$ cat src/clk_synth_defines.svh
`ifndef CLK_SYNTH_DEFINES_SVH
`define CLK_SYNTH_DEFINES_SVH

// bus and word widths
`define CS_WORD_W 32
`define CS_ADDR_W 5

// seventeen words per programming pass, control register right above them
`define CS_NUM_WORDS 17
`define CS_CTRL_ADDR 17

// start-up and sync timing, in slow_clk cycles
`define CS_DEFAULT_LOAD_CYCLES 32
`define CS_SYNC_LOW_CYCLES 16

// ****************************************
// default words in send order
// ****************************************
// chip R7 with reset bit set, then R0 to R6, R7 with reset cleared, R8 to R15
`define CS_DEF_WORD00 32'h8000_0017
`define CS_DEF_WORD01 32'h0000_0300
`define CS_DEF_WORD02 32'h0000_0301
`define CS_DEF_WORD03 32'h0000_0302
`define CS_DEF_WORD04 32'h0000_0303
`define CS_DEF_WORD05 32'h0000_0304
`define CS_DEF_WORD06 32'h0000_0305
`define CS_DEF_WORD07 32'h0000_0306
`define CS_DEF_WORD08 32'h0000_0017
`define CS_DEF_WORD09 32'h1000_0908
`define CS_DEF_WORD10 32'hA022_A009
`define CS_DEF_WORD11 32'h0082_000A
`define CS_DEF_WORD12 32'h0000_000B
`define CS_DEF_WORD13 32'h1B0C_006C
`define CS_DEF_WORD14 32'h2302_804D
`define CS_DEF_WORD15 32'h0000_001E
`define CS_DEF_WORD16 32'h0001_E00F

`endif

$ cat src/clk_synth_pkg.sv
`include "clk_synth_defines.svh"

package clk_synth_pkg;

    // one configuration or bus data word
    typedef logic [`CS_WORD_W-1:0] synth_word_t;

    // bus address and word index into the register bank
    typedef logic [`CS_ADDR_W-1:0] word_addr_t;

    // ****************************************
    // state encodings
    // ****************************************

    // power-up sequencer, runs once per reset
    typedef enum logic [1:0] {
        su_wait,
        su_load,
        su_kick,
        su_done
    } startup_state_t;

    // word loop and sync pulse
    typedef enum logic [2:0] {
        wr_idle,
        wr_count,
        wr_load,
        wr_shift,
        wr_increment,
        wr_sync_low,
        wr_sync_high
    } write_state_t;

    // serial shifter
    typedef enum logic [1:0] {
        sh_idle,
        sh_load,
        sh_shifting
    } shift_state_t;

endpackage

$ cat src/clk_synth_reg_bank.sv
`timescale 1ns/1ps
`include "clk_synth_defines.svh"

module clk_synth_reg_bank
(
    input  logic                      slow_clk,
    input  logic                      resetS,
    input  logic                      io_sel,
    input  logic                      io_wr_en,
    input  clk_synth_pkg::word_addr_t io_addr,
    input  clk_synth_pkg::synth_word_t io_wr_data,
    input  logic                      load_defaults,
    input  logic                      kick,
    input  clk_synth_pkg::word_addr_t word_addr,
    output clk_synth_pkg::synth_word_t word_data,
    output logic                      trigger_level
);

    // default table, index is the send order and not the chip register number
    localparam clk_synth_pkg::synth_word_t def_words [`CS_NUM_WORDS] = '{
        `CS_DEF_WORD00, `CS_DEF_WORD01, `CS_DEF_WORD02, `CS_DEF_WORD03,
        `CS_DEF_WORD04, `CS_DEF_WORD05, `CS_DEF_WORD06, `CS_DEF_WORD07,
        `CS_DEF_WORD08, `CS_DEF_WORD09, `CS_DEF_WORD10, `CS_DEF_WORD11,
        `CS_DEF_WORD12, `CS_DEF_WORD13, `CS_DEF_WORD14, `CS_DEF_WORD15,
        `CS_DEF_WORD16
    };

    localparam clk_synth_pkg::word_addr_t ctrl_addr =
        clk_synth_pkg::word_addr_t'(`CS_CTRL_ADDR);

    clk_synth_pkg::synth_word_t cfg_words [`CS_NUM_WORDS];
    logic                       wr_hit;
    // only bit 0 of the control register has a function
    logic                       ctrl_bit;

    // ****************************************
    // bus write decode
    // ****************************************
    // one cycle of select plus write enable is one write
    assign wr_hit = io_sel && io_wr_en;

    // configuration words, each address selects its own word
    always_ff @(posedge slow_clk)
    begin
        if (resetS || load_defaults)
        begin
            cfg_words <= def_words;
        end
        else if (wr_hit && (io_addr < `CS_NUM_WORDS))
        begin
            cfg_words[io_addr] <= io_wr_data;
        end
    end

    // control register
    // kick from the start-up sequencer wins over a bus write in the same cycle
    always_ff @(posedge slow_clk)
    begin
        if (resetS)
        begin
            ctrl_bit <= 1'b0;
        end
        else if (kick)
        begin
            ctrl_bit <= 1'b1;
        end
        else if (wr_hit && (io_addr == ctrl_addr))
        begin
            ctrl_bit <= io_wr_data[0];
        end
    end

    assign trigger_level = ctrl_bit;

    // ****************************************
    // word read-out for the write controller
    // ****************************************
    // one cycle behind word_addr, out-of-range index reads zero
    always_ff @(posedge slow_clk)
    begin
        if (word_addr < `CS_NUM_WORDS)
        begin
            word_data <= cfg_words[word_addr];
        end
        else
        begin
            word_data <= '0;
        end
    end

endmodule

$ cat src/clk_synth_startup.sv
`timescale 1ns/1ps
`include "clk_synth_defines.svh"

module clk_synth_startup
#(
    parameter int startup_wait_cycles = 400000
)
(
    input  logic slow_clk,
    input  logic resetS,
    output logic load_defaults,
    output logic kick,
    output logic startup_done
);

    clk_synth_pkg::startup_state_t state;
    // shared by the wait and the load window
    logic [31:0]                   cnt;

    // ****************************************
    // one-pass sequencer
    // ****************************************
    always_ff @(posedge slow_clk)
    begin
        if (resetS)
        begin
            state <= clk_synth_pkg::su_wait;
            cnt   <= '0;
        end
        else
        begin
            case (state)
                // chip needs its supplies settled before anything is sent
                clk_synth_pkg::su_wait:
                begin
                    cnt <= cnt + 32'd1;
                    if (cnt == 32'(startup_wait_cycles - 1))
                    begin
                        cnt   <= '0;
                        state <= clk_synth_pkg::su_load;
                    end
                end
                // register bank forced to defaults for the whole window
                clk_synth_pkg::su_load:
                begin
                    cnt <= cnt + 32'd1;
                    if (cnt == 32'(`CS_DEFAULT_LOAD_CYCLES - 1))
                    begin
                        cnt   <= '0;
                        state <= clk_synth_pkg::su_kick;
                    end
                end
                // sets control bit 0, which starts the first pass
                clk_synth_pkg::su_kick:
                begin
                    state <= clk_synth_pkg::su_done;
                end
                // parked until the next reset
                default:
                begin
                    state <= clk_synth_pkg::su_done;
                end
            endcase
        end
    end

    // outputs decoded straight from the state register
    assign load_defaults = (state == clk_synth_pkg::su_load);
    assign kick          = (state == clk_synth_pkg::su_kick);
    assign startup_done  = (state == clk_synth_pkg::su_done);

endmodule

$ cat src/clk_synth_write_ctrl.sv
`timescale 1ns/1ps
`include "clk_synth_defines.svh"

module clk_synth_write_ctrl
(
    input  logic                      slow_clk,
    input  logic                      resetS,
    input  logic                      trigger_level,
    input  logic                      startup_done,
    input  logic                      ready,
    output clk_synth_pkg::word_addr_t word_addr,
    output logic                      load_strobe,
    output logic                      sync
);

    typedef enum logic [1:0] {
        edge_idle,
        edge_fire,
        edge_held
    } edge_state_t;

    localparam int sync_cnt_w = $clog2(`CS_SYNC_LOW_CYCLES);
    localparam logic [sync_cnt_w-1:0] sync_last = sync_cnt_w'(`CS_SYNC_LOW_CYCLES - 1);
    localparam clk_synth_pkg::word_addr_t loop_max =
        clk_synth_pkg::word_addr_t'(`CS_NUM_WORDS);

    logic                          trig_q;
    edge_state_t                   edge_state;
    logic                          trigger;
    clk_synth_pkg::word_addr_t     loop_cnt;
    logic                          loop_cnt_ena;
    logic                          loop_done;
    clk_synth_pkg::write_state_t   state;
    logic [sync_cnt_w-1:0]         sync_cnt;
    // high while no sync pulse is owed for the current pass
    logic                          sync_given;

    // ****************************************
    // trigger edge detect
    // ****************************************
    always_ff @(posedge slow_clk)
    begin
        trig_q <= trigger_level;
    end

    // fires once per rise, then waits for the bit to drop
    always_ff @(posedge slow_clk)
    begin
        if (resetS)
        begin
            edge_state <= edge_idle;
        end
        else
        begin
            case (edge_state)
                edge_idle:
                begin
                    if (trig_q)
                    begin
                        edge_state <= edge_fire;
                    end
                end
                edge_fire:
                begin
                    edge_state <= edge_held;
                end
                default:
                begin
                    if (!trig_q)
                    begin
                        edge_state <= edge_idle;
                    end
                end
            endcase
        end
    end

    assign trigger = (edge_state == edge_fire);

    // ****************************************
    // word loop counter
    // ****************************************
    // parked at the end so reset alone starts no pass
    always_ff @(posedge slow_clk)
    begin
        if (resetS)
        begin
            loop_cnt <= loop_max;
        end
        else if (trigger)
        begin
            loop_cnt <= '0;
        end
        else if (loop_cnt_ena)
        begin
            loop_cnt <= loop_cnt + 1'b1;
        end
    end

    assign loop_done    = (loop_cnt == loop_max);
    assign loop_cnt_ena = (state == clk_synth_pkg::wr_count);

    // ****************************************
    // write FSM
    // ****************************************
    always_ff @(posedge slow_clk)
    begin
        if (resetS)
        begin
            state      <= clk_synth_pkg::wr_idle;
            word_addr  <= '0;
            sync_cnt   <= '0;
            sync_given <= 1'b1;
        end
        else
        begin
            case (state)
                clk_synth_pkg::wr_idle:
                begin
                    sync_cnt <= '0;
                    if (!loop_done)
                    begin
                        state <= clk_synth_pkg::wr_count;
                    end
                    else
                    begin
                        word_addr <= '0;
                        // no sync before start-up has finished
                        if (!sync_given && startup_done)
                        begin
                            state <= clk_synth_pkg::wr_sync_low;
                        end
                    end
                end
                clk_synth_pkg::wr_count:
                begin
                    sync_given <= 1'b0;
                    state      <= clk_synth_pkg::wr_load;
                end
                // strobe held until the serializer takes the word
                clk_synth_pkg::wr_load:
                begin
                    if (!ready)
                    begin
                        state <= clk_synth_pkg::wr_shift;
                    end
                end
                // wait out the 32-bit frame
                clk_synth_pkg::wr_shift:
                begin
                    if (ready)
                    begin
                        state <= clk_synth_pkg::wr_increment;
                    end
                end
                clk_synth_pkg::wr_increment:
                begin
                    word_addr <= word_addr + 1'b1;
                    state     <= clk_synth_pkg::wr_idle;
                end
                clk_synth_pkg::wr_sync_low:
                begin
                    sync_cnt <= sync_cnt + 1'b1;
                    if (sync_cnt == sync_last)
                    begin
                        sync_cnt <= '0;
                        state    <= clk_synth_pkg::wr_sync_high;
                    end
                end
                // minimum high time before another pass can start
                clk_synth_pkg::wr_sync_high:
                begin
                    sync_cnt <= sync_cnt + 1'b1;
                    if (sync_cnt == sync_last)
                    begin
                        sync_given <= 1'b1;
                        state      <= clk_synth_pkg::wr_idle;
                    end
                end
                default:
                begin
                    state <= clk_synth_pkg::wr_idle;
                end
            endcase
        end
    end

    assign load_strobe = (state == clk_synth_pkg::wr_load);
    assign sync        = (state != clk_synth_pkg::wr_sync_low);

endmodule

$ cat src/clk_synth_serializer.sv
`timescale 1ns/1ps
`include "clk_synth_defines.svh"

module clk_synth_serializer
(
    input  logic                       slow_clk,
    input  logic                       resetS,
    input  logic                       load_strobe,
    input  clk_synth_pkg::synth_word_t word_data,
    output logic                       ddat,
    output logic                       dlen,
    output logic                       ready
);

    localparam int bit_cnt_w = $clog2(`CS_WORD_W);
    localparam logic [bit_cnt_w-1:0] bit_last = bit_cnt_w'(`CS_WORD_W - 1);

    clk_synth_pkg::shift_state_t state;
    clk_synth_pkg::synth_word_t  sreg;
    logic [bit_cnt_w-1:0]        bit_cnt;

    // ****************************************
    // shift FSM and bit counter
    // ****************************************
    always_ff @(posedge slow_clk)
    begin
        if (resetS)
        begin
            state   <= clk_synth_pkg::sh_idle;
            bit_cnt <= '0;
        end
        else
        begin
            case (state)
                clk_synth_pkg::sh_idle:
                begin
                    bit_cnt <= '0;
                    if (load_strobe)
                    begin
                        state <= clk_synth_pkg::sh_load;
                    end
                end
                // frame starts once the strobe is released
                clk_synth_pkg::sh_load:
                begin
                    if (!load_strobe)
                    begin
                        state <= clk_synth_pkg::sh_shifting;
                    end
                end
                clk_synth_pkg::sh_shifting:
                begin
                    bit_cnt <= bit_cnt + 1'b1;
                    if (bit_cnt == bit_last)
                    begin
                        state <= clk_synth_pkg::sh_idle;
                    end
                end
                default:
                begin
                    state <= clk_synth_pkg::sh_idle;
                end
            endcase
        end
    end

    // tracks word_data until the frame starts, then msb first
    always_ff @(posedge slow_clk)
    begin
        if (state == clk_synth_pkg::sh_shifting)
        begin
            sreg <= {sreg[`CS_WORD_W-2:0], 1'b0};
        end
        else
        begin
            sreg <= word_data;
        end
    end

    assign ddat  = sreg[`CS_WORD_W-1];
    // dlen low for exactly the 32 shifting cycles
    assign dlen  = (state != clk_synth_pkg::sh_shifting);
    assign ready = (state == clk_synth_pkg::sh_idle);

endmodule

$ cat src/clk_synth_top.sv
`timescale 1ns/1ps

module clk_synth_top
#(
    parameter int startup_wait_cycles = 400000
)
(
    input  logic                       slow_clk,
    input  logic                       resetS,
    input  logic                       io_sel,
    input  logic                       io_wr_en,
    input  clk_synth_pkg::word_addr_t  io_addr,
    input  clk_synth_pkg::synth_word_t io_wr_data,
    output logic                       ddat,
    output logic                       dlen,
    output logic                       sync
);

    // start-up controls
    logic                       load_defaults;
    logic                       kick;
    logic                       startup_done;
    // register bank to write controller
    logic                       trigger_level;
    clk_synth_pkg::word_addr_t  word_addr;
    clk_synth_pkg::synth_word_t word_data;
    // write controller to serializer handshake
    logic                       load_strobe;
    logic                       ready;

    clk_synth_reg_bank i_reg_bank (
        .slow_clk      (slow_clk),
        .resetS        (resetS),
        .io_sel        (io_sel),
        .io_wr_en      (io_wr_en),
        .io_addr       (io_addr),
        .io_wr_data    (io_wr_data),
        .load_defaults (load_defaults),
        .kick          (kick),
        .word_addr     (word_addr),
        .word_data     (word_data),
        .trigger_level (trigger_level)
    );

    clk_synth_startup #(
        .startup_wait_cycles (startup_wait_cycles)
    ) i_startup (
        .slow_clk      (slow_clk),
        .resetS        (resetS),
        .load_defaults (load_defaults),
        .kick          (kick),
        .startup_done  (startup_done)
    );

    clk_synth_write_ctrl i_write_ctrl (
        .slow_clk      (slow_clk),
        .resetS        (resetS),
        .trigger_level (trigger_level),
        .startup_done  (startup_done),
        .ready         (ready),
        .word_addr     (word_addr),
        .load_strobe   (load_strobe),
        .sync          (sync)
    );

    clk_synth_serializer i_serializer (
        .slow_clk    (slow_clk),
        .resetS      (resetS),
        .load_strobe (load_strobe),
        .word_data   (word_data),
        .ddat        (ddat),
        .dlen        (dlen),
        .ready       (ready)
    );

endmodule

$ cat config.mk
export PLATFORM = sky130hd
export DESIGN_NAME = clk_synth_top
export DESIGN_NICKNAME = d
export VERILOG_FILES = /design/src/clk_synth_pkg.sv /design/src/clk_synth_reg_bank.sv /design/src/clk_synth_startup.sv /design/src/clk_synth_write_ctrl.sv /design/src/clk_synth_serializer.sv /design/src/clk_synth_top.sv
export VERILOG_INCLUDE_DIRS = /design/src
export SDC_FILE = /design/constraint.sdc
export NUM_CORES = 2
export LEC_CHECK = 0
export BUFFER_PORTS_ARGS = -buffer_cell sky130_fd_sc_hd__buf_2
export CAP_MARGIN = 20
export CORE_AREA = 4 4 228 230
export CTS_BUF_LIST = sky130_fd_sc_hd__clkbuf_4 sky130_fd_sc_hd__clkbuf_8 sky130_fd_sc_hd__clkbuf_16
export DETAILED_ROUTE_END_ITERATION = 8
export DIE_AREA = 0 0 232 234
export HOLD_SLACK_MARGIN = 0.06
export PLACE_DENSITY = 0.75
export SYNTH_ARGS = -nofsm -noshare
export SYNTH_HDL_FRONTEND = slang
export SYNTH_SLANG_ARGS = --single-unit
$ cat constraint.sdc
create_clock -name slow_clk -period 2.34 [get_ports slow_clk]
set_clock_uncertainty 0.15 [all_clocks]
set_input_delay 0.702 -clock slow_clk [delete_from_list [all_inputs] [get_ports slow_clk]]
set_output_delay 0.702 -clock slow_clk [all_outputs]
set_load 0.01 [all_outputs]
# Word-level counts from Yosys, hierarchy flattened
# Cells that the tools add are included.
# totals
register_bits	671
in_bits	41
output_inout_bits	3
wordCells	141
# classes
n_addsub	5
n_lt_le_gt_ge	5
eq_ne	33
n_mux	38
n_bitwise	2
n_reduce_logical	25
# ops
operator	count
bitwise mux 544 bit	1
two-way mux 32 bit	6
binary-select mux 32 bit (select 5 bit)	1
demux 32 bit (select 5 bit)	1
one-hot mux 32 bit (2 select lines)	1
adder 32 x 1 -> 32 bit, second input constant	1
equality test 32 x 19 -> 1 bit, second input constant	1
equality test 32 x 5 -> 1 bit, second input constant	1
one-hot mux 5 bit (2 select lines)	2
two-way mux 3 bit	6
inequality test 2 x 1 -> 1 bit, second input constant	9
one-hot mux 3 bit (6 select lines)	1
adder 5 x 1 -> 5 bit, second input constant	3
equality test 5 bit, second input constant	3
two-way mux 5 bit	3
two-way mux 2 bit	7
>= comparator 6 bit, second input constant	2
inverter 5 -> 6 bit	2
one-hot mux 4 bit (3 select lines)	1
nonzero test 2 bit	6
< comparator 5 bit, second input constant	2
equality test 3 bit, second input constant	3
inequality test 3 bit, second input constant	3
one-hot mux 2 bit (2 select lines)	2
22 further kinds	40

# Longest topological paths before layout
# logic_depth
word_depth	6
ltp_mapped	8
ltp_nobuf	6

# Cells and area by module
# Synthesis repeated with hierarchy kept, for this count alone.
# hier_totals
cells_unflattened	3431
area_unflattened_um2	28255.8
# modules_own_cells
module	n_inst	cells_each	area_per_inst_um2	seq_area_each_um2
clk_synth_reg_bank	1	2922	24008.0	11551.1
clk_synth_startup	1	216	1863.0	680.7
clk_synth_serializer	1	167	1333.8	780.7
clk_synth_write_ctrl	1	126	1051.0	420.4

# Worst setup path before layout
# No wires, ideal clock.
# synth_path
path_kind	input port to flip-flop
startpoint	in io_addr[2]
endpoint	reg i_reg_bank.cfg_words[291] (netlist name)
setup_time_ns	0.070
t_arrival_ns	2.203
required_ns	2.120
setup_slack_ns	-0.083
stages	6
path_buffers	2
cell_sequence	clkbuf_1 > or3b_2 > nor3_1 > clkbuf_1 > nand2_1 > a21oi_1
# synth_between
elab_chain_len	6
# synth_lines
element	line	rtl
start: declaration	clk_synth_top.sv:12	input clk_synth_pkg::word_addr_t io_addr,
inverter 5 -> 6 bit (not written as such)	clk_synth_reg_bank.sv:51	cfg_words[io_addr] <= io_wr_data;
>= comparator 6 bit (not written as such) or < comparator 6 x 1 -> 1 bit (tied branches)	clk_synth_reg_bank.sv:51	
logical AND 1 bit (not written as such)	clk_synth_reg_bank.sv:51	
two-way mux 32 bit (not written as such)	clk_synth_reg_bank.sv:51	
demux 32 bit (select 5 bit)	clk_synth_reg_bank.sv:51	
bitwise mux 544 bit	clk_synth_reg_bank.sv:51	
end signal: assignment	clk_synth_reg_bank.sv:47	cfg_words <= def_words;
end signal: indexed assignment	clk_synth_reg_bank.sv:51	
end: declaration	clk_synth_reg_bank.sv:31	clk_synth_pkg::synth_word_t cfg_words [`CS_NUM_WORDS];
# Several ways; a longest one is shown, not always the timed one.
# A chain may end at the register's enable or synchronous reset.

# Worst setup path in the final report
# layout_path
startpoint	reg i_startup.cnt[6]
endpoint	reg i_startup.cnt[23]
# layout_between
elab_chain_len	3
# layout_lines
element	line	rtl
start: declaration	clk_synth_startup.sv:18	logic [31:0] cnt;
start signal: assignment	clk_synth_startup.sv:36	cnt <= cnt + 32'd1;
start signal: assignment	clk_synth_startup.sv:46	cnt <= cnt + 32'd1;
adder 32 x 1 -> 32 bit, or another cell as far along	clk_synth_startup.sv:36, clk_synth_startup.sv:46	
two-way mux 32 bit, on equally long branches	clk_synth_startup.sv:47, clk_synth_startup.sv:37	
one-hot mux 32 bit (2 select lines) *	clk_synth_startup.sv:32	case (state)
# Mark *: on every way between the ends. The rest lies on a longest branch, timed or not.

==> flow_summary.json <==
{
  "status": "finished, violations left",
  "violations": "setup timing",
  "cts_root_buf": "clkbuf_16",
  "path_depth": 6,
  "h-tree-depth": 3,
  "cp_data_required_time_ps": 2640,
  "worstPathCellList": "or4_1, or4_4, a2111oi_4, buf_6, buf_6, a211oi_1",
  "gp_congestion": 0.856,
  "r2r_cells": 6,
  "die_y_um": 234,
  "rsz0062_at_grt": "true",
  "routedWlPerCell_um": 21.0,
  "synth_seq_cells": 671,
  "first_iter_violations": 2888,
  "ys_types": 57,
  "slowest_delay_ps": 500,
  "tightest_slew_ps": 685,
  "power_per_cell_area_nw_per_um2": 789,
  "syn_to_final_growth_pct": 15.9,
  "row_count": 82,
  "synth.area.top_cells": "dfxtp_1 48%, nand2_1 16%, a21oi_1 8.6%",
  "drive_gt1_frac": 0.141,
  "period_minus_slack_ps": 2370,
  "max-slew-margin-rel": 0.542,
  "dieArea_um2": 54300,
  "report.final.setup_viol": 23,
  "endpoint": "i_startup.cnt[23]",
  "hold_viol_final": 0,
  "ctsHoldBuffers": 0,
  "grt_max_degree": 110,
  "cp-start-kind": "flip-flop",
  "synth_top_area_share": 0.478,
  "tns_ps": -404,
  "utilization": 0.653,
  "critPathSlowestCell": "or4_1",
  "synth_edf_count": 0,
  "critPathTopFamily": "simple AND/OR/NAND/NOR gates",
  "num_io_pins": 44,
  "cap_violations": 0,
  "syn_avg_cell_area_um2": 8.29,
  "totalWireLength_um": 85300,
  "critPathLaunch": "i_startup.cnt[6]",
  "critPathKind": "reg -> reg",
  "grt_pass1_wl_um": 132000,
  "nets": 3390,
  "clk_latency_ps": 620,
  "viasPerCell": 6.17,
  "overflow": 0,
  "path_common_cell": "buf_6",
  "yosys_warnings": 0,
  "final_cell_mix": "1201 x nand2_1, 660 x dfxtp_1, 480 x a21oi_1",
  "synthAdderAreaFrac": 0.00312,
  "ys_seq_area_frac": 0.478,
  "post-place-cells": 3936,
  "grt_pass1_vias": 24544,
  "cts_buffers": 70,
  "layout.cells.non_filler": 4067,
  "clkTransAtPathRegs_ps": 60,
  "synth_top_family_by_area": "simple AND/OR/NAND/NOR gates",
  "synth_compound_area_frac": 0.126,
  "num_vias": 25090,
  "p_leak_nw": 11.2,
  "postRouteAntennaNets": 0,
  "r2r_slack_ps": -30,
  "first_pass_iters": 6,
  "synth_xor_area_frac": 0.00623,
  "crit_fanout": 6,
  "dp_hpwl_um": 51900,
  "arrival_ps": 2670,
  "syn_nets": 3439,
  "core-area_um2": 49900,
  "start_util": 0.564,
  "fill_cells": 4002,
  "finalCritPeriodShare": 1.01,
  "portBuffers": 43,
  "timing.fmax_mhz": 422,
  "drv_slew": 0,
  "r2r-start": "i_startup.cnt[6]",
  "syn_area_um2": 28100,
  "synth-simple-area-share": 0.227,
  "cts_tree": "built",
  "cp_num_buf_inv": 2,
  "final_common_cell": "nand2_1",
  "ys.flop_type": "dfxtp_1",
  "cts.path.max_buffers": 3,
  "synth_top_cell_by_area": "dfxtp_1",
  "syn_inst": 3391,
  "drc": 0,
  "r2r_end": "i_startup.cnt[23]",
  "synthMuxAreaShare": 0.113,
  "hold_class": "reg -> reg",
  "async_flop_share": 0,
  "vdd_drop_max_mv": 0.614,
  "worstSetupEndpointType": "flip-flop",
  "cts_sinks": 671,
  "setup_ws_ps": -28.8,
  "antenna_found_initial": 2,
  "die_w_um": 232,
  "track_usage": 0.306
}
sequential cells by signal (all words and copies together) (netlist names):
| name | cells |
|---|---|
| i_startup.cnt | 32 |
| i_serializer.bit_cnt | 5 |
| i_write_ctrl.edge_state | 2 |
| i_reg_bank.word_data | 32 |
| i_write_ctrl.sync_given | 1 |
| i_serializer.sreg | 32 |
| i_reg_bank.cfg_words | 544 |
| i_write_ctrl.state | 3 |
| i_write_ctrl.sync_cnt | 4 |
| i_write_ctrl.word_addr | 5 |
| i_startup.state | 2 |
| i_write_ctrl.trig_q | 1 |
| i_reg_bank.trigger_level | 1 |
| i_write_ctrl.loop_cnt | 5 |
| i_serializer.state | 2 |
layer usage:
| metal | track usage | share of wire | routed length [µm] | vias up |
|---|---|---|---|---|
| met5 | 0 | 0.00011 | 9 | - |
| met2 | 0.501 | 0.46 | 39600 | 1391 |
| met3 | 0.0654 | 0.11 | 9450 | 279 |
| li1 | - | - | - | 11383 |
| met1 | 0.401 | 0.39 | 32900 | 12035 |
| met4 | 0.119 | 0.039 | 3330 | 2 |
cell families after synthesis:
family / after synthesis
flops: 671
fa+ha+maj: 7
mux: 196
simple gates: 1521
xor+xnor: 20
buf+inv: 339
compound gates: 637
repair_timing:
item,4_1_cts,5_1_grt
endpoints found under the setup margin,25,32
pin swaps,0,4
buffers inserted,0,3
gates resized for setup,10,20
cloned,0,3
power by group:
group | switching [mW] | total, mW | internal (mW)
clock network | 4.73 | 11.6 | 6.89
registers | 0.169 | 11.8 | 11.6
logic | 1.36 | 2.28 | 0.923
cell type report:
type / count / area, µm² / share of cell area
timing repair buffer: 204 / 2220 / 0.0683
inverter: 14 / 53.8 / 0.00165
tap: 672 / 841 / 0.0258
multi-input combinational: 2381 / 13600 / 0.416
clock inverter: 34 / 453 / 0.0139
sequential: 671 / 13500 / 0.413
clock buffer: 89 / 1970 / 0.0605
antenna: 2 / 5.00 / 0.000154
per-stage QoR:
stage | cell area (µm²) | total power, mW | setup slack, ps | hold slack, ps
after CTS | 32400 | 25.7 | -22.4 | 205
after detailed placement | 30000 | 14.3 | -102 | 192
after global routing | 32600 | 26.4 | -72.6 | 210
after floorplan | 28100 | 13.6 | -71.7 | 181
final | 32600 | 25.7 | -28.8 | 205
after global placement | 30000 | 14.2 | -48.3 | 194
synth_stat cells, types with 18 or more instances:
| library cell | number |
|---|---|
| a22oi_1 | 34 |
| a21oi_1 | 481 |
| nand2b_1 | 33 |
| a32oi_1 | 31 |
| nand3_1 | 117 |
| mux2i_1 | 98 |
| nor3_1 | 32 |
| mux4_2 | 96 |
| dfxtp_1 | 671 |
| clkbuf_1 | 294 |
| or4_1 | 18 |
| nand2_1 | 1201 |
| buf_2 | 21 |
| o21ai_0 | 40 |
| nor2_1 | 25 |
worst min-delay path by stage:
stage,start,end,slack (ps),depth (start not counted)
detailed placement,i_reg_bank.trigger_level,i_write_ctrl.trig_q,190,0
global placement,i_reg_bank.trigger_level,i_write_ctrl.trig_q,190,0
global route,i_reg_bank.trigger_level,i_write_ctrl.trig_q,210,0
CTS,i_reg_bank.trigger_level,i_write_ctrl.trig_q,200,0
floorplan,i_reg_bank.trigger_level,i_write_ctrl.trig_q,180,0
finish,i_reg_bank.trigger_level,i_write_ctrl.trig_q,210,0
worst reg2reg max path, cell delays in order, from the launching register on:
cell	delay (ps)
dfxtp_2	320
or4_1	500
or4_4	460
a2111oi_4	390
buf_6	200
buf_6	140
a211oi_1	50
Note: power is estimated with default switching activity, not from simulation.
